File: src/design/rv_core_pkg.sv
`default_nettype none

package rv_core_pkg;

  // datapath widths
  localparam int XLEN          = 64;
  localparam int INST_LEN      = 32;
  localparam int REG_ADDRWIDTH = 5;

  // data ram geometry, one entry per doubleword
  localparam int RAM_DEPTH  = 64;
  localparam int RAM_AWIDTH = 6;
  // byte offset bits below the doubleword index
  localparam int RAM_BYTE_BITS = 3;

  // major opcodes, inst[6:0]
  localparam logic [6:0] OPC_LOAD   = 7'b000_0011;
  localparam logic [6:0] OPC_STORE  = 7'b010_0011;
  localparam logic [6:0] OPC_OP     = 7'b011_0011;
  localparam logic [6:0] OPC_OP_IMM = 7'b001_0011;
  localparam logic [6:0] OPC_LUI    = 7'b011_0111;
  localparam logic [6:0] OPC_AUIPC  = 7'b001_0111;
  localparam logic [6:0] OPC_JAL    = 7'b110_1111;
  localparam logic [6:0] OPC_JALR   = 7'b110_0111;
  localparam logic [6:0] OPC_BRANCH = 7'b110_0011;

  // funct3 access size and sign, shared by loads and stores
  localparam logic [2:0] F3_B  = 3'b000;
  localparam logic [2:0] F3_H  = 3'b001;
  localparam logic [2:0] F3_W  = 3'b010;
  localparam logic [2:0] F3_D  = 3'b011;
  localparam logic [2:0] F3_BU = 3'b100;
  localparam logic [2:0] F3_HU = 3'b101;
  localparam logic [2:0] F3_WU = 3'b110;

  // addi x0, x0, 0
  localparam logic [INST_LEN-1:0] INST_NOP = 32'h0000_0013;

endpackage

`default_nettype wire

File: src/design/gpr_file.sv
`timescale 1ns/100ps
`default_nettype none

module gpr_file
  import rv_core_pkg::*;
(
  input  wire                      clk,
  input  wire                      arst_n_i,
  input  wire                      wen_i,
  input  wire  [REG_ADDRWIDTH-1:0] waddr_i,
  input  wire  [XLEN-1:0]          wdata_i,
  input  wire  [REG_ADDRWIDTH-1:0] rs_addr_i,
  output wire  [XLEN-1:0]          rs_data_o
);

  // x1..x31, x0 has no storage
  logic [XLEN-1:0] regs_q [1:31];

  // single write port, cleared on reset
  always_ff @(posedge clk or negedge arst_n_i) begin
    if (!arst_n_i) begin
      for (int i = 1; i < 32; i++) begin
        regs_q[i] <= '0;
      end
    end else if (wen_i && (waddr_i != '0)) begin
      regs_q[waddr_i] <= wdata_i;
    end
  end

  // combinational read
  // no bypass, a same-cycle write shows up next cycle
  assign rs_data_o = (rs_addr_i == '0) ? '0 : regs_q[rs_addr_i];

endmodule

`default_nettype wire

File: config.mk
export PLATFORM = sky130hd
export DESIGN_NAME = gpr_file
export DESIGN_NICKNAME = d
export VERILOG_FILES = /design/src/design/rv_core_pkg.sv /design/src/design/gpr_file.sv
export SDC_FILE = /design/constraint.sdc
export NUM_CORES = 2
export LEC_CHECK = 0
export BUFFER_PORTS_ARGS = -buffer_cell sky130_fd_sc_hd__buf_2
export CAP_MARGIN = 20
export CORE_MARGIN = 2
export CORE_UTILIZATION = 55
export CTS_BUF_LIST = sky130_fd_sc_hd__clkbuf_4 sky130_fd_sc_hd__clkbuf_8 sky130_fd_sc_hd__clkbuf_16
export DETAILED_ROUTE_END_ITERATION = 10
export PLACE_DENSITY = 0.68
export SETUP_SLACK_MARGIN = 0.5
export SLEW_MARGIN = 0
export SYNTH_ARGS = -nofsm -noshare
export SYNTH_HDL_FRONTEND = slang
export SYNTH_SLANG_ARGS = --single-unit
File: constraint.sdc
create_clock -name clk -period 4.9 [get_ports clk]
set_clock_uncertainty 0.2 [all_clocks]
set_input_delay 0.98 -clock clk [delete_from_list [all_inputs] [get_ports clk]]
set_output_delay 0.98 -clock clk [all_outputs]
set_load 0.005 [all_outputs]
; Word-level counts from Yosys, hierarchy flattened
; Cells that the tools add are included.
[totals]
register_bits = 1984
input_bits = 77
elab_cells = 47
output_inout_bits = 64
[classes]
reduce_logical = 4
bitwise = 2
order_cmp = 3
n_mux = 7
[ops]
columns = operator, count
row1 = 1984-bit bitwise mux, 1
row2 = 64-bit binary-select mux with 5-bit select, 1
row3 = 64-bit demux with 5-bit select, 1
row4 = 64-bit two-way mux, 4
row5 = "6-bit >= comparator, second input constant", 2
row6 = 5-bit inverter with 6-bit output, 2
row7 = "6-bit by 1-bit less-than comparator with 1-bit output, second input constant", 1
row8 = 5-bit zero test, 1
row9 = 5-bit nonzero test, 1
row10 = 1-bit logical AND, 2

; Logic depth before layout (Yosys ltp)
[depth]
ltp_word = 6
ltp_mapped = 8
ltp_nobuf = 4

; Worst setup path before layout
; No wires, ideal clock.
[synth_timing]
path_type = in2out
startpoint = input rs_addr_i[1]
endpoint = output rs_data_o[24]
cell_stages = 6
setup_slack_ps = 1287
t_required_ps = 3720
arrival_ps = 2433
cell_sequence = buf_4 > buf_4 > buf_2 > mux4_2 > a211oi_1 > nor4_1
[synth_via]
elab_chain_len = 5
[synth_lines]
columns = element, line_no
row1 = from (decl), gpr_file.sv:12  ; input wire [REG_ADDRWIDTH-1:0] rs_addr_i,
row2 = 5-bit inverter with 6-bit output (not written as such), gpr_file.sv:32  ; assign rs_data_o = (rs_addr_i == '0) ? '0 : regs_q[rs_addr_i];
row3 = 64-bit binary-select mux with 5-bit select, gpr_file.sv:32
row4 = 64-bit two-way mux (not written as such) (2 in series), gpr_file.sv:32
row5 = 64-bit two-way mux *, gpr_file.sv:32
row6 = to (decl), gpr_file.sv:13  ; output wire [XLEN-1:0] rs_data_o
; Every way passes the cells marked *; elsewhere a longest branch is shown, timed or not. The select of a mux whose other input is x is not followed.

; Final worst setup path
[layout_timing]
startpoint = input rs_addr_i[2]
endpoint = output rs_data_o[2]
; The elaborated chain is that of the path after synthesis.

==> metrics.md <==
| Metric | Value |
|---|---|
| Crit Path Class | primary input to primary output |
| Fmax | 228 MHz |
| Area of the multi-input gates | 38,100 um^2 |
| Max-slew violations | 0 |
| Max reg flops | 1,984 |
| R2r worst-path depth | 1 |
| Slew headroom | 0.280 |
| H-tree depth | 4 |
| FF+latch count, synth | 1,984 |
| First-pass GRT wire length | 373 mm |
| Vias in the first global route | 56.8k |
| Largest net degree at the start of global routing | 174 |
| Die H | 410 um |
| Reg2Reg Capture Point | regs_q[642] |
| Post-route setup slack | 0.510 ns |
| Synthesized cell area | 90,500 um^2 |
| Drt drc | 0 |
| Count leader, synth | mux2_2 |
| Power Dens Cells | 434 nW/um^2 |
| GRT Util Overall | 0.295 |
| Min Tclk post-route | 4.39 ns |
| Hold Violations, Final | 0 |
| Sinks on Clock Net | 1,984 |
| Final core occ | 0.621 |
| Clock-pin slew on the worst setup and hold paths | 0.06 ns |
| Post-synth EDFFs | 0 |
| Ys Warns | 0 |
| Antenna-violating nets left | 0 |
| Setup crit end | rs_data_o[2] |
| Post-synth top area share | 0.549 |
| Row cnt | 148 |
| HPWL after DPL | 138 mm |
| Largest register by flop count | regs_q |
| Maxcap violations | 0 |
| FF/Latch Area | 49,600 um^2 |
| Skew-Pair Late Insertion Delay | 0.81 ns |
| Largest cells by area after synthesis | dfrtp_1 55%, mux2_2 25%, mux2i_1 7.1%, mux4_2 3.2%, o22ai_1 1.8% |
| Status | finished, final reports clean |
| Initial Util | 0.555 |
| CTS tree | built |
| Startpoint Class | primary input |
| Final net count | 6,287 |
| Synth Net Count | 6,333 |
| Crit path required time | 3.72 ns |
| Worst R2R Start | regs_q[642] |
| Grt total ovfl | 0 |
| Top Registers | regs_q x1984 |
| Core box area | 163,000 um^2 |
| Async S/R FF share, synth | 1.00 |
| Area grow syn2layout | 11.8% |
| Crit path cell chain | buf_8 -> nand2_4 -> buf_12 -> buf_4 -> o22ai_1 -> nor3_1 -> nor4_1 -> buf_4 -> buf_2 |
| Worst Tran Pin Value | 1.08 ns |
| GPL Wtd Cong | 0.767 |
| Top FF cell, synth | dfrtp_1 |
| CP most frequent cell | buf_4 |
| PortBufs | 140 |
| Root Driver | clkbuf_16 |
| Ports | 141 |
| Syn avg cell area | 14.5 um^2 |
| Maximum root-to-sink buffer count | 3 |
| Die W | 410 um |
| Setup_tns | 0 ns |
| Leakage Power | 46.5 nW |
| IR drop worst, VDD | 0.000429 V |
| Final hold slack | 0.285 ns |
| Commonest cells post-synth | 2,029 x mux2_2, 1,984 x dfrtp_1, 640 x mux2i_1 |
| Final setup viols | 0 |
| CP startpoint | rs_addr_i[2] |
| Routed len/inst | 28.8 um |
| R2R Setup Slk | 3.91 ns |
| Post-CTS Setup Repair Bufs | 0 |
| TritonCTS buffer count | 206 |
| Slowest cell on the critical path | nor4_1 |
| RSZ-0062 raised after global routing | yes |
| Sequential-to-total area share from yosys stat | 0.549 |
| # fillers | 12.4k |
| Vias per inst | 6.33 |
| Share of layout cells above drive strength 1 | 0.464 |
| Via count | 54.2k |
| Crit path DAT | 3.21 ns |
| Slowest cell delay on critical path | 0.51 ns |
| Largest fanout on the critical path | 31 |
| Post-Synthesis Cells | 6,256 |
| Netlist cell types | 34 |
| Drt first pass iters | 5 |
| Hold Crit Class | flip-flop to flip-flop |
| Final wirelength | 246 mm |
| Initial DRC Count | 4,185 |
| Largest area contributor in the netlist | dfrtp_1 |
| Initial antenna violation count | 19 |
| Final period util | 0.896 |
| Worst setup EP type | primary output |
| Place WS | 0.507 ns |
| Die footprint | 168,000 um^2 |
stage by stage:
| stage | total power, mW | cells | instance area (um^2) |
|---|---|---|---|
| 3_3_place_gp | 27.8 | 8176 | 94000 |
| 2_1_floorplan | 26.0 | 6256 | 90500 |
| 6_report | 43.9 | 8560 | 101000 |
| 4_1_cts | 44.1 | 8551 | 101000 |
| 3_5_place_dp | 28.2 | 8176 | 94000 |
| 5_1_grt | 45.8 | 8554 | 101000 |
cell usage in the layout (no fill, tap or decap), types with 6 or more instances in the layout:
master	instances
mux2_2	2029
dfrtp_1	1984
mux2i_1	640
o22ai_1	256
clkbuf_16	206
buf_4	142
buf_2	136
nor3_1	128
mux4_2	128
buf_12	90
nor2b_1	67
a22oi_1	64
a221o_1	64
a21oi_1	64
nor4_1	62
clkbuf_8	61
a211oi_1	60
clkbuf_4	44
clkinv_2	39
mux2_1	19
nor2_4	12
diode_2	9
nand2_4	7
bufinv_16	7
nand2_8	6
final cells by class:
| type | count | area share |
|---|---|---|
| Antenna cell | 9 | 0.000223 |
| Tap cell | 2175 | 0.0269 |
| Timing Repair Buffer | 375 | 0.0361 |
| Multi-Input combinational cell | 3643 | 0.376 |
| Clock inverter | 63 | 0.00684 |
| Clock buffer | 311 | 0.0626 |
| Sequential cell | 1984 | 0.491 |
worst min path at each step:
stage,depth (start not counted),slack (ns),from,endpoint
6_report,1,0.28,regs_q[1228],regs_q[1228]
5_1_grt,1,0.29,regs_q[1228],regs_q[1228]
3_5_place_dp,1,0.27,regs_q[1229],regs_q[1229]
4_1_cts,1,0.28,regs_q[1229],regs_q[1229]
3_3_place_gp,1,0.26,regs_q[1228],regs_q[1228]
2_1_floorplan,1,0.25,regs_q[1222],regs_q[1222]
cells by family after synthesis:
family | synth area share
buffers and inverters | 0.0339
muxes | 0.358
DFF | 0.549
AOI/OAI and AO/OA | 0.0390
and+or+nand+nor | 0.0206
power by group:
group | switching, mW | total (mW) | internal [mW]
Sequential | 1.58 | 21.2 | 19.6
Clock | 6.64 | 15.9 | 9.29
Combinational | 2.86 | 6.78 | 3.93
Total | 11.1 | 43.9 | 32.8
what timing repair did:
action	in CTS	in global routing
setup endpoints to repair	0	7
resized for setup	0	9
hold buffers	1	0
endpoints found under the hold margin	47	0
layer usage:
layer / routed length, um / track usage / vias to the layer above / share of wire
li1: - / - / 23000 / -
met1: 108000 / 0.411 / 29400 / 0.44
met2: 119000 / 0.483 / 1326 / 0.48
met3: 11200 / 0.0426 / 436 / 0.045
met4: 7190 / 0.0863 / 12 / 0.029
met5: 81 / 0 / - / 0.00033
critical path: cells and delay by family:
kind / cells / cell delay (ns)
compound gates: 1 / 0.14
simple gates: 3 / 0.89
buf+inv: 5 / 1.09
Note: power is estimated with default switching activity, not from simulation.
