`config.mk`:
```
export PLATFORM = sky130hd
export DESIGN_NAME = mem_stage
export DESIGN_NICKNAME = d
export VERILOG_FILES = /design/src/design/rv_core_pkg.sv /design/src/design/mem_stage.sv
export SDC_FILE = /design/constraint.sdc
export NUM_CORES = 1
export LEC_CHECK = 0
export BUFFER_PORTS_ARGS = -buffer_cell sky130_fd_sc_hd__buf_2
export CELL_PAD_IN_SITES_DETAIL_PLACEMENT = 0
export CELL_PAD_IN_SITES_GLOBAL_PLACEMENT = 2
export CORE_AREA = 3 3 207 209
export DETAILED_ROUTE_END_ITERATION = 10
export DIE_AREA = 0 0 210 212
export PLACE_DENSITY = 0.8
export RECOVER_POWER = 100
export SYNTH_ARGS = -nofsm -noshare
export SYNTH_HDL_FRONTEND = slang
export SYNTH_SLANG_ARGS = --single-unit
```
`constraint.sdc`:
```
create_clock -name vclk -period 2
set_input_delay 0.2 -clock vclk [all_inputs]
set_output_delay 0.2 -clock vclk [all_outputs]
set_load 0.05 [all_outputs]
```
`src/design/rv_core_pkg.sv`:
```
`default_nettype none

package rv_core_pkg;

  // datapath widths
  localparam int XLEN          = 64;
  localparam int INST_LEN      = 32;
  localparam int REG_ADDRWIDTH = 5;

  // data ram geometry, one entry per doubleword
  localparam int RAM_DEPTH  = 64;
  localparam int RAM_AWIDTH = 6;
  // byte offset bits below the doubleword index
  localparam int RAM_BYTE_BITS = 3;

  // major opcodes, inst[6:0]
  localparam logic [6:0] OPC_LOAD   = 7'b000_0011;
  localparam logic [6:0] OPC_STORE  = 7'b010_0011;
  localparam logic [6:0] OPC_OP     = 7'b011_0011;
  localparam logic [6:0] OPC_OP_IMM = 7'b001_0011;
  localparam logic [6:0] OPC_LUI    = 7'b011_0111;
  localparam logic [6:0] OPC_AUIPC  = 7'b001_0111;
  localparam logic [6:0] OPC_JAL    = 7'b110_1111;
  localparam logic [6:0] OPC_JALR   = 7'b110_0111;
  localparam logic [6:0] OPC_BRANCH = 7'b110_0011;

  // funct3 access size and sign, shared by loads and stores
  localparam logic [2:0] F3_B  = 3'b000;
  localparam logic [2:0] F3_H  = 3'b001;
  localparam logic [2:0] F3_W  = 3'b010;
  localparam logic [2:0] F3_D  = 3'b011;
  localparam logic [2:0] F3_BU = 3'b100;
  localparam logic [2:0] F3_HU = 3'b101;
  localparam logic [2:0] F3_WU = 3'b110;

  // addi x0, x0, 0
  localparam logic [INST_LEN-1:0] INST_NOP = 32'h0000_0013;

endpackage

`default_nettype wire

```
`src/design/mem_stage.sv`:
```
`timescale 1ns/100ps
`default_nettype none

module mem_stage
  import rv_core_pkg::*;
(
  input  wire  [XLEN-1:0]          pc_i,
  input  wire  [INST_LEN-1:0]      inst_i,
  input  wire  [XLEN-1:0]          alu_data_i,
  input  wire  [XLEN-1:0]          store_data_i,
  input  wire                      flush_i,
  output wire  [RAM_AWIDTH-1:0]    ram_addr_o,
  output wire                      ram_wen_o,
  output logic [7:0]               ram_wmask_o,
  output logic [XLEN-1:0]          ram_wdata_o,
  input  wire  [XLEN-1:0]          ram_rdata_i,
  output wire  [XLEN-1:0]          pc_o,
  output wire  [INST_LEN-1:0]      inst_o,
  output wire  [REG_ADDRWIDTH-1:0] rd_addr_o,
  output wire  [XLEN-1:0]          mem_data_o
);

  wire [INST_LEN-1:0]      inst;
  wire [6:0]               opcode;
  wire [2:0]               funct3;
  wire [RAM_BYTE_BITS-1:0] byte_off;
  wire [XLEN-1:0]          rdata_shift;
  logic [XLEN-1:0]         load_data;

  // flush turns the slot into a nop at pc 0
  // the nop is not a store, so the ram write drops out too
  assign inst   = flush_i ? INST_NOP : inst_i;
  assign pc_o   = flush_i ? '0 : pc_i;
  assign inst_o = inst;

  assign opcode    = inst[6:0];
  assign funct3    = inst[14:12];
  assign rd_addr_o = inst[11:7];

  // doubleword index from addr[8:3], byte lane from addr[2:0]
  assign ram_addr_o = alu_data_i[RAM_AWIDTH+RAM_BYTE_BITS-1:RAM_BYTE_BITS];
  assign byte_off   = alu_data_i[RAM_BYTE_BITS-1:0];

  assign ram_wen_o = (opcode == OPC_STORE);

  // store data copied into every lane, mask picks the real ones
  // address is assumed aligned to the size
  always_comb begin
    case (funct3)
      F3_B: begin
        ram_wdata_o = {8{store_data_i[7:0]}};
        ram_wmask_o = 8'b0000_0001 << byte_off;
      end
      F3_H: begin
        ram_wdata_o = {4{store_data_i[15:0]}};
        ram_wmask_o = 8'b0000_0011 << byte_off;
      end
      F3_W: begin
        ram_wdata_o = {2{store_data_i[31:0]}};
        ram_wmask_o = 8'b0000_1111 << byte_off;
      end
      default: begin
        // sd and anything unexpected write the whole doubleword
        ram_wdata_o = store_data_i;
        ram_wmask_o = 8'hff;
      end
    endcase
  end

  // addressed byte moved down to bit 0
  assign rdata_shift = ram_rdata_i >> {byte_off, 3'b000};

  // size select plus sign or zero extension
  always_comb begin
    case (funct3)
      F3_B:    load_data = {{(XLEN-8){rdata_shift[7]}}, rdata_shift[7:0]};
      F3_H:    load_data = {{(XLEN-16){rdata_shift[15]}}, rdata_shift[15:0]};
      F3_W:    load_data = {{(XLEN-32){rdata_shift[31]}}, rdata_shift[31:0]};
      F3_BU:   load_data = {{(XLEN-8){1'b0}}, rdata_shift[7:0]};
      F3_HU:   load_data = {{(XLEN-16){1'b0}}, rdata_shift[15:0]};
      F3_WU:   load_data = {{(XLEN-32){1'b0}}, rdata_shift[31:0]};
      default: load_data = ram_rdata_i;
    endcase
  end

  // loads take ram data, everything else keeps the alu result
  assign mem_data_o = (opcode == OPC_LOAD) ? load_data : alu_data_i;

endmodule

`default_nettype wire

```
### Yosys cells after proc, flatten, opt, wreduce, memory -nomap -nowiden

Index checks and enable logic that the tools add are counted.

* logic and storage cells: 18
* output and inout port bits: 244
* register bits after elaboration: 0
* bits of input ports: 289

* muxes and demuxes: 6
* equal/unequal tests: 7
* reductions and logical operators: 1
* shifts and indexed selects: 4

Operators by type and width (number)
* one-hot mux 64 bit (6 select lines): 1
* one-hot mux 64 bit (3 select lines): 1
* two-way mux 64 bit: 2
* >> shifter 64 x 6 -> 32 bit: 1
* two-way mux 32 bit: 1
* one-hot mux 8 bit (3 select lines): 1
* equality test 3 bit, second input constant: 3
* left shift 1 x 3 -> 8 bit, first input constant: 1
* left shift 2 x 3 -> 8 bit, first input constant: 1
* left shift 4 x 3 -> 8 bit, first input constant: 1
* equality test 7 x 2 -> 1 bit, second input constant: 1
* equality test 7 x 6 -> 1 bit, second input constant: 1
* equality test 3 x 1 -> 1 bit, second input constant: 1
* equality test 3 x 2 -> 1 bit, second input constant: 1
* logical NOT 3 bit: 1

### Depth between registers and ports, before layout

* word-level depth: 4
* gate-level depth with buffers: 10
* gate-level depth less buffers: 5

### Worst setup path before layout

No wires, ideal clock.

* path type: input -> output
* start point: in alu_data_i[2]
* end point: out mem_data_o[10]
* path buffers: 2
* path slack: -0.814 ns
* arrival time: 2.614 ns
* data required time: 1.800 ns
* stages on the path: 7
* path through: buf_2 inv_1 buf_1 mux4_2 nor2_1 nor3_1 o21ai_0

* word-level cells in the longest chain between the ends: 3

Ends and longest elaborated chain
* start: declaration: RTL line mem_stage.sv:9 `input wire [XLEN-1:0] alu_data_i,`
* >> shifter 64 x 6 -> 32 bit: RTL line mem_stage.sv:71 `assign rdata_shift = ram_rdata_i >> {byte_off, 3'b000};`
* one-hot mux 64 bit (6 select lines): RTL line mem_stage.sv:75 `case (funct3)`
* two-way mux 64 bit: RTL line mem_stage.sv:87 `assign mem_data_o = (opcode == OPC_LOAD) ? load_data : alu_data_i;`
* end: declaration: RTL line mem_stage.sv:20 `output wire [XLEN-1:0] mem_data_o`

Every way passes these cells.

### Worst setup path in the final report

* start point: in alu_data_i[0]
* end point: out mem_data_o[26]

Same word-level chain as after synthesis.

==> summary.md <==
| Metric | Value |
|---|---|
| Sequential-to-total area share from yosys stat | `0%` |
| Critical Path End Type | `output port` |
| Hold path startpoint | `alu_data_i[10]` |
| Antenna violations before repair | `34` |
| First-pass GRT wire length | `56400 µm` |
| Global-route usage over all layers | `17.0%` |
| Fmax | `446 MHz` |
| WHS Endpoint | `mem_data_o[10]` |
| Die area | `0.0445 mm²` |
| Main combinational cell family by area after synthesis | `simple AND/OR/NAND/NOR gates` |
| GRT Residual Overflow | `0` |
| Combinational power share | `100.0%` |
| Final #Nets | `1666` |
| Core Rows | `between 70 and 80` |
| Period utilisation layout | `112%` |
| Net Switching | `0.00237 W` |
| Clock buffers | `0` |
| IO buf count | `533` |
| Initial core utilization | `a little over a tenth` |
| Unique masters post-synth | `52` |
| Layout Cells excl Fill | `1915` |
| Synth Area in Compound Gates | `33.3%` |
| Syn Std Cell Area | `0.00446 mm²` |
| Final worst slack | `-240 ps` |
| Hold WC Path Type | `input pin to output port` |
| Max-cap violations | `0` |
| Critical path launch point type | `input pin` |
| Final Wtd Congestion | `between 0.8 and 0.9` |
| CP Data Arrival Time | `about 2000 ps` |
| Synth Instances | `750` |
| RSZ-0062 raised after global routing | `yes` |
| Commonest non-fill, non-tap cell in the layout | `buf_2` |
| Core ar. | `between 0.04 and 0.05 mm²` |
| Util after Layout | `25.3%` |
| Cell chain of the critical path | `buf_12 -> mux2_4 -> a222oi_1 -> buf_4 -> a31oi_4 -> nor3_4 -> buf_6 -> buf_12 -> a21oi_4 -> buf_6` |
| Pleak | `slightly above 5 nW` |
| Max-slew violation count | `0` |
| Outcome | `finished with violations` |
| Slew HR | `38.1%` |
| Drt via density | `4.35` |
| Largest net degree at the start of global routing | `53` |
| Failing checks | `setup timing` |
| Synth top area share | `13.2%` |
| WL final | `40800 µm` |
| CP max stage delay | `approximately 300 ps` |
| CP required | `roughly 1800 ps` |
| Area of the multi-input gates | `0.00478 mm²` |
| Post-route ant nets | `0` |
| Net count after synthesis | `1039` |
| Multiplexer area fraction after synthesis | `17.1%` |
| Tightest Pin Transition | `approximately 930 ps` |
| Synth area leader | `nor2b_1` |
| Worst VDD drop | `approximately 0.17 mV` |
| Critical-path top delay cell | `mux2_4` |
| Hold Buf Count CTS | `0` |
| Clock share of power | `0%` |
| Final setup fails | `60` |
| Sw Share | `64.8%` |
| Seq pwr share | `0%` |
| Power Dens Cells | `353 mW/mm²` |
| Synthesis warning total | `0` |
| Number of global-route vias before repair | `8527` |
| Post-Synth XOR/XNOR Area | `0.197%` |
| Final Hold Fails | `0` |
| Dpl cells | `1897` |
| 1st-pass router iterations | `5` |
| Critical path type | `input pin to output port` |
| Pint | `0.00129 W` |
| Worst-path fanout max | `7` |
| Adder-Cell Fraction of Synth Area | `less than 1%` |
| DP HPWL | `35900 µm` |
| # IOs | `533` |
| Hold path depth | `4` |
| Iter 0 DRT Violations | `400` |
| Syn_area_per_cell | `5.94 µm²` |
| Top post-synthesis cells by area | `nor2b_1 (13%), nand2_1 (10%), mux2i_1 (9.7%)` |
| Synthesized-area fraction occupied by and/or/nand/nor cells | `~38%` |
| Area Growth Syn to Fin | `133%` |
| Die Y | `212 µm` |
| Total number of vias | `8321` |
| Most frequent cells in the layout | `buf_2 (356), buf_4 (153), nand2_1 (120)` |
| Routed len/inst | `21.3 µm` |
| DRC | `0` |
| Final worst path period need | `2240 ps` |
| Chip Width | `210 µm` |
| Sequential Area | `0 µm²` |
| Filler instances | `4678` |
| Seq_cells | `0` |
| Share of layout cells above drive strength 1 | `59.7%` |
[power by group through the flow]
stage	logic (W)	registers, W	clock network (W)
6_report	0.00366	0	0.000000000481
3_3_place_gp	0.00347	0	0
2_1_floorplan	0.00216	0	0
3_5_place_dp	0.00348	0	0
5_1_grt	0.00385	0	0.000000000337
4_1_cts	0.00369	0	0
[per-layer routing]
metal	wire (µm)	up-vias	GRT usage (%)
met1	13400	3837	16.5
met4	1310	18	4.23
met2	23400	465	36.6
met5	115	-	0
li1	-	3911	-
met3	2590	90	2.83
[cell usage after synthesis, types with 5 or more instances]
cell	n
o211ai_1	8
inv_1	11
mux2i_1	43
nor2b_1	94
nor2_1	69
or2_2	8
or3_1	15
mux4_2	7
o22ai_1	14
mux2_2	14
o21ai_0	58
nor3_1	13
a221oi_1	5
a222oi_1	17
a21oi_2	10
buf_2	8
nand2b_1	11
nand2_1	120
a22oi_1	10
buf_1	6
a21o_1	12
buf_4	20
clkbuf_1	54
a21oi_1	78
[worst max-delay path by stage]
stage	endpoint	start	slack, ps	depth (start not counted)
final	mem_data_o[26]	alu_data_i[0]	-240	10
after CTS	mem_data_o[58]	alu_data_i[0]	-280	10
after global routing	mem_data_o[58]	alu_data_i[0]	-300	10
after global placement	mem_data_o[15]	alu_data_i[0]	-420	9
after detailed placement	mem_data_o[12]	alu_data_i[0]	-420	8
after floorplan	mem_data_o[21]	alu_data_i[0]	-300	7
[final cells by class]
class                           count  area share, %
Inverter                           13          0.470
Antenna cell                        8          0.193
Tap cell                          532           6.41
Timing Repair Buffer              717           46.8
Multi-Input combinational cell    645           46.1
[stage by stage]
step | setup TNS, ps | power [W] | hold WS (ps) | area [µm²] | worst slack, ps
final | -11610 | 0.00366 | 749 | 10400 | -240
after floorplan | -12440 | 0.00216 | 501 | 5110 | -295
after CTS | -13270 | 0.00369 | 704 | 10300 | -281
after global routing | -18030 | 0.00385 | 776 | 10400 | -301
after detailed placement | -24120 | 0.00348 | 704 | 9710 | -420
after global placement | -22090 | 0.00347 | 704 | 9710 | -415
[cells by family (layout without fill, tap and decap cells)]
family | count (synthesis) | after routing
compound gates | 233 | 233
xor+xnor | 1 | 1
fa+ha+maj | 1 | 1
buf+inv | 105 | 730
mux | 65 | 65
other cells | 0 | 8
simple gates | 345 | 345
[repair_timing]
item                                    in CTS  in global routing
gates resized for setup                    144                 40
gates cloned                                 2                  0
endpoints found under the setup margin      88                 74
buffers inserted                             4                  6
pin swaps                                   13                 11
[worst max-delay path, delay by kind of cell]
kind	cells	cell delay, ps
AND/OR/NAND/NOR	1	250
AO/OA/AOI/OAI	3	490
buffers and inverters	5	780
multiplexers	1	300
Note: power is estimated with default switching activity, not from simulation.
