`src/design/rv_core_pkg.sv`:
```
`default_nettype none

package rv_core_pkg;

  // datapath widths
  localparam int XLEN          = 64;
  localparam int INST_LEN      = 32;
  localparam int REG_ADDRWIDTH = 5;

  // data ram geometry, one entry per doubleword
  localparam int RAM_DEPTH  = 64;
  localparam int RAM_AWIDTH = 6;
  // byte offset bits below the doubleword index
  localparam int RAM_BYTE_BITS = 3;

  // major opcodes, inst[6:0]
  localparam logic [6:0] OPC_LOAD   = 7'b000_0011;
  localparam logic [6:0] OPC_STORE  = 7'b010_0011;
  localparam logic [6:0] OPC_OP     = 7'b011_0011;
  localparam logic [6:0] OPC_OP_IMM = 7'b001_0011;
  localparam logic [6:0] OPC_LUI    = 7'b011_0111;
  localparam logic [6:0] OPC_AUIPC  = 7'b001_0111;
  localparam logic [6:0] OPC_JAL    = 7'b110_1111;
  localparam logic [6:0] OPC_JALR   = 7'b110_0111;
  localparam logic [6:0] OPC_BRANCH = 7'b110_0011;

  // funct3 access size and sign, shared by loads and stores
  localparam logic [2:0] F3_B  = 3'b000;
  localparam logic [2:0] F3_H  = 3'b001;
  localparam logic [2:0] F3_W  = 3'b010;
  localparam logic [2:0] F3_D  = 3'b011;
  localparam logic [2:0] F3_BU = 3'b100;
  localparam logic [2:0] F3_HU = 3'b101;
  localparam logic [2:0] F3_WU = 3'b110;

  // addi x0, x0, 0
  localparam logic [INST_LEN-1:0] INST_NOP = 32'h0000_0013;

endpackage

`default_nettype wire

```
`src/design/mem_wb.sv`:
```
`timescale 1ns/100ps
`default_nettype none

module mem_wb
  import rv_core_pkg::*;
(
  input  wire                      clk,
  input  wire                      arst_n_i,
  input  wire                      stall_i,
  input  wire  [XLEN-1:0]          pc_i,
  input  wire  [INST_LEN-1:0]      inst_i,
  input  wire  [REG_ADDRWIDTH-1:0] rd_addr_i,
  input  wire  [XLEN-1:0]          mem_data_i,
  output logic [XLEN-1:0]          pc_o,
  output logic [INST_LEN-1:0]      inst_o,
  output logic [REG_ADDRWIDTH-1:0] rd_addr_o,
  output logic [XLEN-1:0]          mem_data_o
);

  // one load enable for all fields
  wire reg_en = ~stall_i;

  // pc of the retiring instruction
  always_ff @(posedge clk or negedge arst_n_i) begin
    if (!arst_n_i) begin
      pc_o <= '0;
    end else if (reg_en) begin
      pc_o <= pc_i;
    end
  end

  // instruction word, comes out of reset as a nop
  always_ff @(posedge clk or negedge arst_n_i) begin
    if (!arst_n_i) begin
      inst_o <= INST_NOP;
    end else if (reg_en) begin
      inst_o <= inst_i;
    end
  end

  // destination register index
  always_ff @(posedge clk or negedge arst_n_i) begin
    if (!arst_n_i) begin
      rd_addr_o <= '0;
    end else if (reg_en) begin
      rd_addr_o <= rd_addr_i;
    end
  end

  // load data or alu result
  always_ff @(posedge clk or negedge arst_n_i) begin
    if (!arst_n_i) begin
      mem_data_o <= '0;
    end else if (reg_en) begin
      mem_data_o <= mem_data_i;
    end
  end

endmodule

`default_nettype wire

```
`config.mk`:
```
export PLATFORM = sky130hd
export DESIGN_NAME = mem_wb
export DESIGN_NICKNAME = d
export VERILOG_FILES = /design/src/design/rv_core_pkg.sv /design/src/design/mem_wb.sv
export SDC_FILE = /design/constraint.sdc
export NUM_CORES = 1
export LEC_CHECK = 0
export ABC_CLOCK_PERIOD_IN_PS = 2050
export BUFFER_PORTS_ARGS = -buffer_cell sky130_fd_sc_hd__buf_2
export CAP_MARGIN = 0
export CELL_PAD_IN_SITES_DETAIL_PLACEMENT = 0
export CELL_PAD_IN_SITES_GLOBAL_PLACEMENT = 1
export CORE_UTILIZATION = 35
export CTS_BUF_LIST = sky130_fd_sc_hd__clkbuf_8 sky130_fd_sc_hd__clkbuf_16
export CTS_CLUSTER_SIZE = 24
export DETAILED_ROUTE_END_ITERATION = 8
export PLACE_DENSITY_LB_ADDON = 0.1
export REMOVE_ABC_BUFFERS = 1
export SETUP_SLACK_MARGIN = 0.1
export SYNTH_ARGS = -nofsm -noshare
export SYNTH_HDL_FRONTEND = slang
export SYNTH_SLANG_ARGS = --single-unit
```
`constraint.sdc`:
```
create_clock -name clk -period 2.05 [get_ports clk]
set_input_delay 0.3075 -clock clk [delete_from_list [all_inputs] [get_ports clk]]
set_output_delay 0.3075 -clock clk [all_outputs]
set_load 0.02 [all_outputs]
```
* After elaboration in Yosys (flattened, before gate mapping)
Index checks and enable logic that the tools add are counted.
Word-level totals: flip-flop bits (word level) 165, bits of input ports 168, output and inout bits 165, word-level logic and storage cells 4

* Longest topological paths before layout
Gate-level depths: netlist (run 1).
word-level depth 0, depth in mapped cells 3, gate-level depth less buffers 1

* Worst setup path after synthesis (run 1)
Ideal clock, no wire load.
path type input port to flip-flop, start input stall_i, end register mem_data_o[0], library setup time 0.125 ns, data arrival time 0.905 ns, required time 1.925 ns, setup slack 1.020 ns, cell stages on the path 3, buffers on the path 2, cells stage by stage buf_6 buf_6 mux2_2
RTL lines:
- start: declaration | RTL line mem_wb.sv:9 | input wire stall_i,
- end signal: assignment | RTL line mem_wb.sv:55 | mem_data_o <= mem_data_i;
- end: declaration | RTL line mem_wb.sv:17 | output logic [XLEN-1:0] mem_data_o
No word-level cell between the ends.

* Final worst setup path (run 1)
start register inst_o[0], end output inst_o[0]
RTL lines:
- start: declaration | RTL line mem_wb.sv:15 | output logic [INST_LEN-1:0] inst_o,
- start signal: assignment | RTL line mem_wb.sv:37 | inst_o <= inst_i;
No word-level cell between the ends.

==> out/qor.txt, run 1 <==
Share of layout cells above drive strength 1: 76.7%
Die Width: 135 µm
Hold Vio Cnt, Final: 0
CTS root buf: clkbuf_16
Max Fclk: 0.711 GHz
Congestion Overflow GR: 0
Peak VDD IR: 551 µV
PortBufs: 332
Die Y: 135 µm
Number of global-route vias before repair: 4,186
WHS Endpoint: pc_o[6]
Wirelength per Cell: 15.8 µm
Crit Path Max Fanout: 2
Critical path class: reg2out
Placed cells: 896
Reg2Reg Depth: 1
Slew Limit Fails: 0
Worst Setup Start Kind: flop
RSZ-0062 raised after global routing: false
Power density over the cells: 1000 nW/µm²
Postcts setup bufs: 0
P&R area growth vs syn: 41.7%
Required @ worst endpoint: 1.74 ns
Crit. path cell count: 1
Gp weighted congestion: 0.756
Cell family with most CP delay: flip-flops
Synth warn: 0
Final Core Density: 50.7%
Initial antenna violation count: 1
Tcrit/Tclk final: 68.6%
HP Class: in2reg
CP Data Arrival Time: 1.10 ns
Max-slew headroom: 74.7%
Hold path depth: 2
Mapped Area: 6190 µm²
Outcome: finished, final reports clean
Fill count: 1,546
Pleak: 4.30 nW
Worst r2r src: mem_data_o[11]
Pin count of the biggest net entering global routing: 43
Hold Crit Start: pc_i[6]
Distinct cell type count of the synthesized netlist: 5
Via density: 4.40
Drt drc: 0
First-pass DRT Iterations: 4
Syn_area_per_cell: 17.8 µm²
Core area: 17,300 µm²
Initial Util: 35.8%
Site row count: 48
Post-Layout Cell Count: 929
CTS Buffer Depth: 2
Clock latency on the worst-skew pair: 0.41 ns
Final clock skew: 0 ns
Slowest CP cell: dfstp_2
CTS clk-pin slew, worst paths: 0.06 ns
Max Cap Violations: 0
CTS tree: built
Overall power: 8.78 mW
Tightest Pin Transition: 0.380 ns
H-tree level count: 4
Drt initial violations: 83
Final setup violation count: 0
Sinks on Clock Net: 165
Worst reg2reg setup slack: 1.27 ns
Total die area: 18,200 µm²
Tmin final: 1.41 ns
Final nets: 859
Global-route wire length before repair: 22,200 µm
Antenna Nets Post-Route: 0
Total CTS buffers: 17
Worst path bufs/invs: 1
Resize count post-CTS: 0
Total wire length: 14,700 µm
Total GRT Usage: 16.1%
Reg2reg end: mem_data_o[11]
Vias: 4,091
Critical Path End Type: output pin
Yosys reg bits: 165
Dpl hpwl: 11,200 µm
Synth Instances: 348
Ports: 333
CP Cell Sequence: buf_2
Slowest Stage Delay on Critical Path: 0.53 ns
TNS Setup: 0 ns
Sequential area share after synthesis: 66.8%
## layout make-up
type | instances | area [µm²] | area share [%]
antenna | 1 | 2.50 | 0.0285
clock buffer | 18 | 439 | 5.01
clock inverter | 13 | 229 | 2.61
multi-input combinational | 165 | 1860 | 21.2
sequential | 165 | 4130 | 47.1
tap | 225 | 282 | 3.21
timing repair buffer | 342 | 1830 | 20.8
## registers in the layout (all words and copies together) (netlist names)
signal / flops
inst_o: 32
mem_data_o: 64
pc_o: 64
rd_addr_o: 5
## power breakdown
part	internal [mW]	switching (mW)	total [mW]	leakage, nW
Sequential	3.59	0.142	3.73	1.93
Clock	2.31	1.27	3.58	0.332
Combinational	0.644	0.822	1.47	2.04
Total	6.55	2.23	8.78	4.30
## synth_stat cells
library cell	instances	area [µm²]
dfrtp_1	162	4050
mux2_2	165	1860
dfstp_2	3	78.8
buf_6	17	191
buf_2	1	5.00
## layer usage
metal,GRT usage (%),routed length [µm],vias to the layer above
met5,0,0,-
met4,7.93,421,0
met3,6.31,1360,26
met2,27.3,7430,199
met1,17.6,5500,1953
li1,-,-,1913
## per-stage QoR
| stage | worst slack [ns] | area (µm²) | hold WS [ns] |
|---|---|---|---|
| global route | 0.596 | 8770 | 0.0978 |
| finish | 0.644 | 8770 | 0.122 |
| CTS | 0.619 | 8770 | 0.0996 |
| detailed placement | 0.572 | 8090 | 0.243 |
| floorplan | 1.18 | 5990 | 0.0119 |
| global placement | 0.608 | 8090 | 0.238 |
## logic make-up (layout without fill, tap and decap cells)
logic type | Yosys count | in the layout | share of synthesized area [%]
DFF | 165 | 165 | 66.8
muxes | 165 | 165 | 30.0
buffers and inverters | 18 | 373 | 3.17
other | 0 | 1 | 0
## placed cells by master (no fill, tap or decap)
cell,count
buf_4,3
buf_6,2
dfstp_2,3
clkinv_4,2
buf_2,330
clkinv_2,2
dlygate4sd3_1,1
buf_12,6
inv_1,1
inv_6,2
clkbuf_8,1
mux2_2,165
bufinv_16,6
clkbuf_16,17
diode_2,1
dfrtp_1,162
## worst max-delay path by stage
stage | end | start | slack, ns
final | inst_o[0] | inst_o[0] | 0.64
after global routing | inst_o[4] | inst_o[4] | 0.60
after CTS | inst_o[1] | inst_o[1] | 0.62
after detailed placement | inst_o[19] | stall_i | 0.57
after global placement | pc_o[58] | stall_i | 0.61
after floorplan | inst_o[0] | inst_o[0] | 1.18
## what timing repair did
item,CTS,global route
hold buffers,1,0
endpoints found under the hold margin,33,0
setup endpoints to repair,0,0
(Power assumes the default switching activity.)
==> run 2, diff against run 1 <==
--- a/config.mk
+++ b/config.mk
@@ -5,7 +5,7 @@
 export SDC_FILE = /design/constraint.sdc
 export NUM_CORES = 1
 export LEC_CHECK = 0
-export ABC_CLOCK_PERIOD_IN_PS = 2050
+export ABC_CLOCK_PERIOD_IN_PS = 1500
 export BUFFER_PORTS_ARGS = -buffer_cell sky130_fd_sc_hd__buf_2
 export CAP_MARGIN = 0
 export CELL_PAD_IN_SITES_DETAIL_PLACEMENT = 0
==> constraint.sdc (replaced) <==
create_clock -name clk -period 1.5 [get_ports clk]
set_input_delay 0.225 -clock clk [delete_from_list [all_inputs] [get_ports clk]]
set_output_delay 0.225 -clock clk [all_outputs]
set_load 0.02 [all_outputs]
==> out/qor.txt, run 2 (synthesized netlist as in run 1, its figures left out) <==
Hold Slack: 0.0295 ns
CTS tree: built
Final worst-path setup slack: 0.163 ns
Reg2Reg Depth: 1
Initial Util: 35.8%
Dpl hpwl: 11,400 µm
Net Sw Power: 3.08 mW
Tightest Pin Transition: 0.405 ns
Critical path launch point: inst_o[4]
Comb power frac: 17.7%
Tmin final: 1.34 ns
Total die area: 18,200 µm²
Resize count post-CTS: 0
Antenna Nets Post-Route: 0
Total GRT Usage: 16.5%
Hold Vio Cnt, Final: 0
CP Data Arrival Time: 1.11 ns
Wirelength per Cell: 16.1 µm
Post-Layout Cell Count: 931
Power density over the cells: 1310 nW/µm²
Vias: 4,124
Reg2reg end: mem_data_o[11]
Pleak: 4.26 nW
Drt drc: 0
Slowest Stage Delay on Critical Path: 0.53 ns
Cell family with most CP delay: flip-flops
RSZ-0062 raised after global routing: false
Total CTS buffers: 17
CP Cell Sequence: buf_2
Worst r2r src: mem_data_o[11]
Ports: 333
Crit. path cell count: 1
Required @ worst endpoint: 1.27 ns
Hold-fix buffers, CTS: 1
Switching Share: 27.0%
Max-slew headroom: 73.0%
Max Fclk: 0.748 GHz
HP Class: in2reg
Total wire length: 15,000 µm
PortBufs: 332
Sinks on Clock Net: 165
Max Cap Violations: 0
Power share of the sequential group: 44.7%
Die Width: 135 µm
Critical path class: reg2out
Share of layout cells above drive strength 1: 76.7%
Global-route wire length before repair: 22,600 µm
Via density: 4.43
Worst path bufs/invs: 1
Tcrit/Tclk final: 89.1%
Slew Limit Fails: 0
Postcts setup bufs: 0
Fill count: 1,567
Critical Path End Type: output pin
H-tree level count: 4
Worst Setup Start Kind: flop
Top Registers: mem_data_o: 64 flops, pc_o: 64 flops, inst_o: 32 flops
First-pass DRT Iterations: 4
Worst reg2reg setup slack: 0.73 ns
Die Y: 135 µm
Final nets: 860
Number of global-route vias before repair: 4,225
Congestion Overflow GR: 0
Final setup violation count: 0
Critical Path End: inst_o[4]
Peak VDD IR: 698 µV
DP Worst Slack: 0.273 ns
Pint: 8.32 mW
Placed cells: 897
Gp weighted congestion: 0.735
Crit Path Max Fanout: 2
Core area: 17,300 µm²
Most frequent cells in the layout: buf_2 (330), mux2_2 (165), dfrtp_1 (162)
Final clock skew: 0 ns
Site row count: 48
Leading cell type in the layout, fill and taps excluded: buf_2
CTS Buffer Depth: 2
CTS clk-pin slew, worst paths: 0.07 ns
Initial antenna violation count: 3
Pin count of the biggest net entering global routing: 46
P&R area growth vs syn: 40.7%
CTS root buf: clkbuf_16
TNS Setup: 0 ns
Clock latency on the worst-skew pair: 0.42 ns
Slowest CP cell: dfstp_2
Clock power frac: 37.7%
Outcome: finished, final reports clean
Drt initial violations: 84
run 2: changes by cell type in the layout (fill, tap and decap cells not counted):
cell | previous run | this run
clkbuf_8 | 1 | 2
clkinv_2 | 2 | 3
clkinvlp_4 | 0 | 2
buf_12 | 6 | 7
clkinv_4 | 2 | 1
bufinv_16 | 6 | 2
diode_2 | 1 | 2
inv_6 | 2 | 3
run 2: layout make-up:
type | instances | area, µm² | share of cell area (%)
antenna | 2 | 5.00 | 0.0575
clock buffer | 19 | 453 | 5.20
clock inverter | 12 | 129 | 1.48
multi-input combinational | 165 | 1860 | 21.3
sequential | 165 | 4130 | 47.5
tap | 225 | 282 | 3.23
timing repair buffer | 343 | 1850 | 21.2
run 2: worst min-delay path by stage:
stage          startpoint             end  slack, ns  cells after the start
2_1_floorplan    arst_n_i      inst_o[10]      -0.07                      0
3_3_place_gp     arst_n_i  mem_data_o[35]       0.17                      1
3_5_place_dp     arst_n_i        pc_o[62]       0.17                      1
4_1_cts           pc_i[6]         pc_o[6]      0.008                      2
5_1_grt          pc_i[20]        pc_o[20]      0.009                      2
6_report       inst_i[21]      inst_o[21]       0.03                      2
run 2: per-layer routing:
layer	track usage [%]	part of all wire [%]	up-vias
met2	27.3	50	194
met4	8.55	2.7	0
met3	6.19	9.5	27
met1	18.6	38	1987
met5	0	0	-
li1	-	-	1916
run 2: power groups by stage:
stage	sequential (mW)	combinational, mW	clock (mW)
finish	5.10	2.01	4.29
global route	5.15	2.16	4.65
CTS	5.10	2.06	4.44
detailed placement	5.18	2.05	0
global placement	5.16	2.02	0
floorplan	5.75	0.462	0
run 2: stage by stage:
stage	instance area, µm²	power, mW	utilization, %
2_1_floorplan	5990	6.22	-
3_3_place_gp	8110	7.18	46.9
3_5_place_dp	8110	7.23	46.9
4_1_cts	8700	11.6	50.3
5_1_grt	8710	12.0	50.3
6_report	8710	11.4	50.3
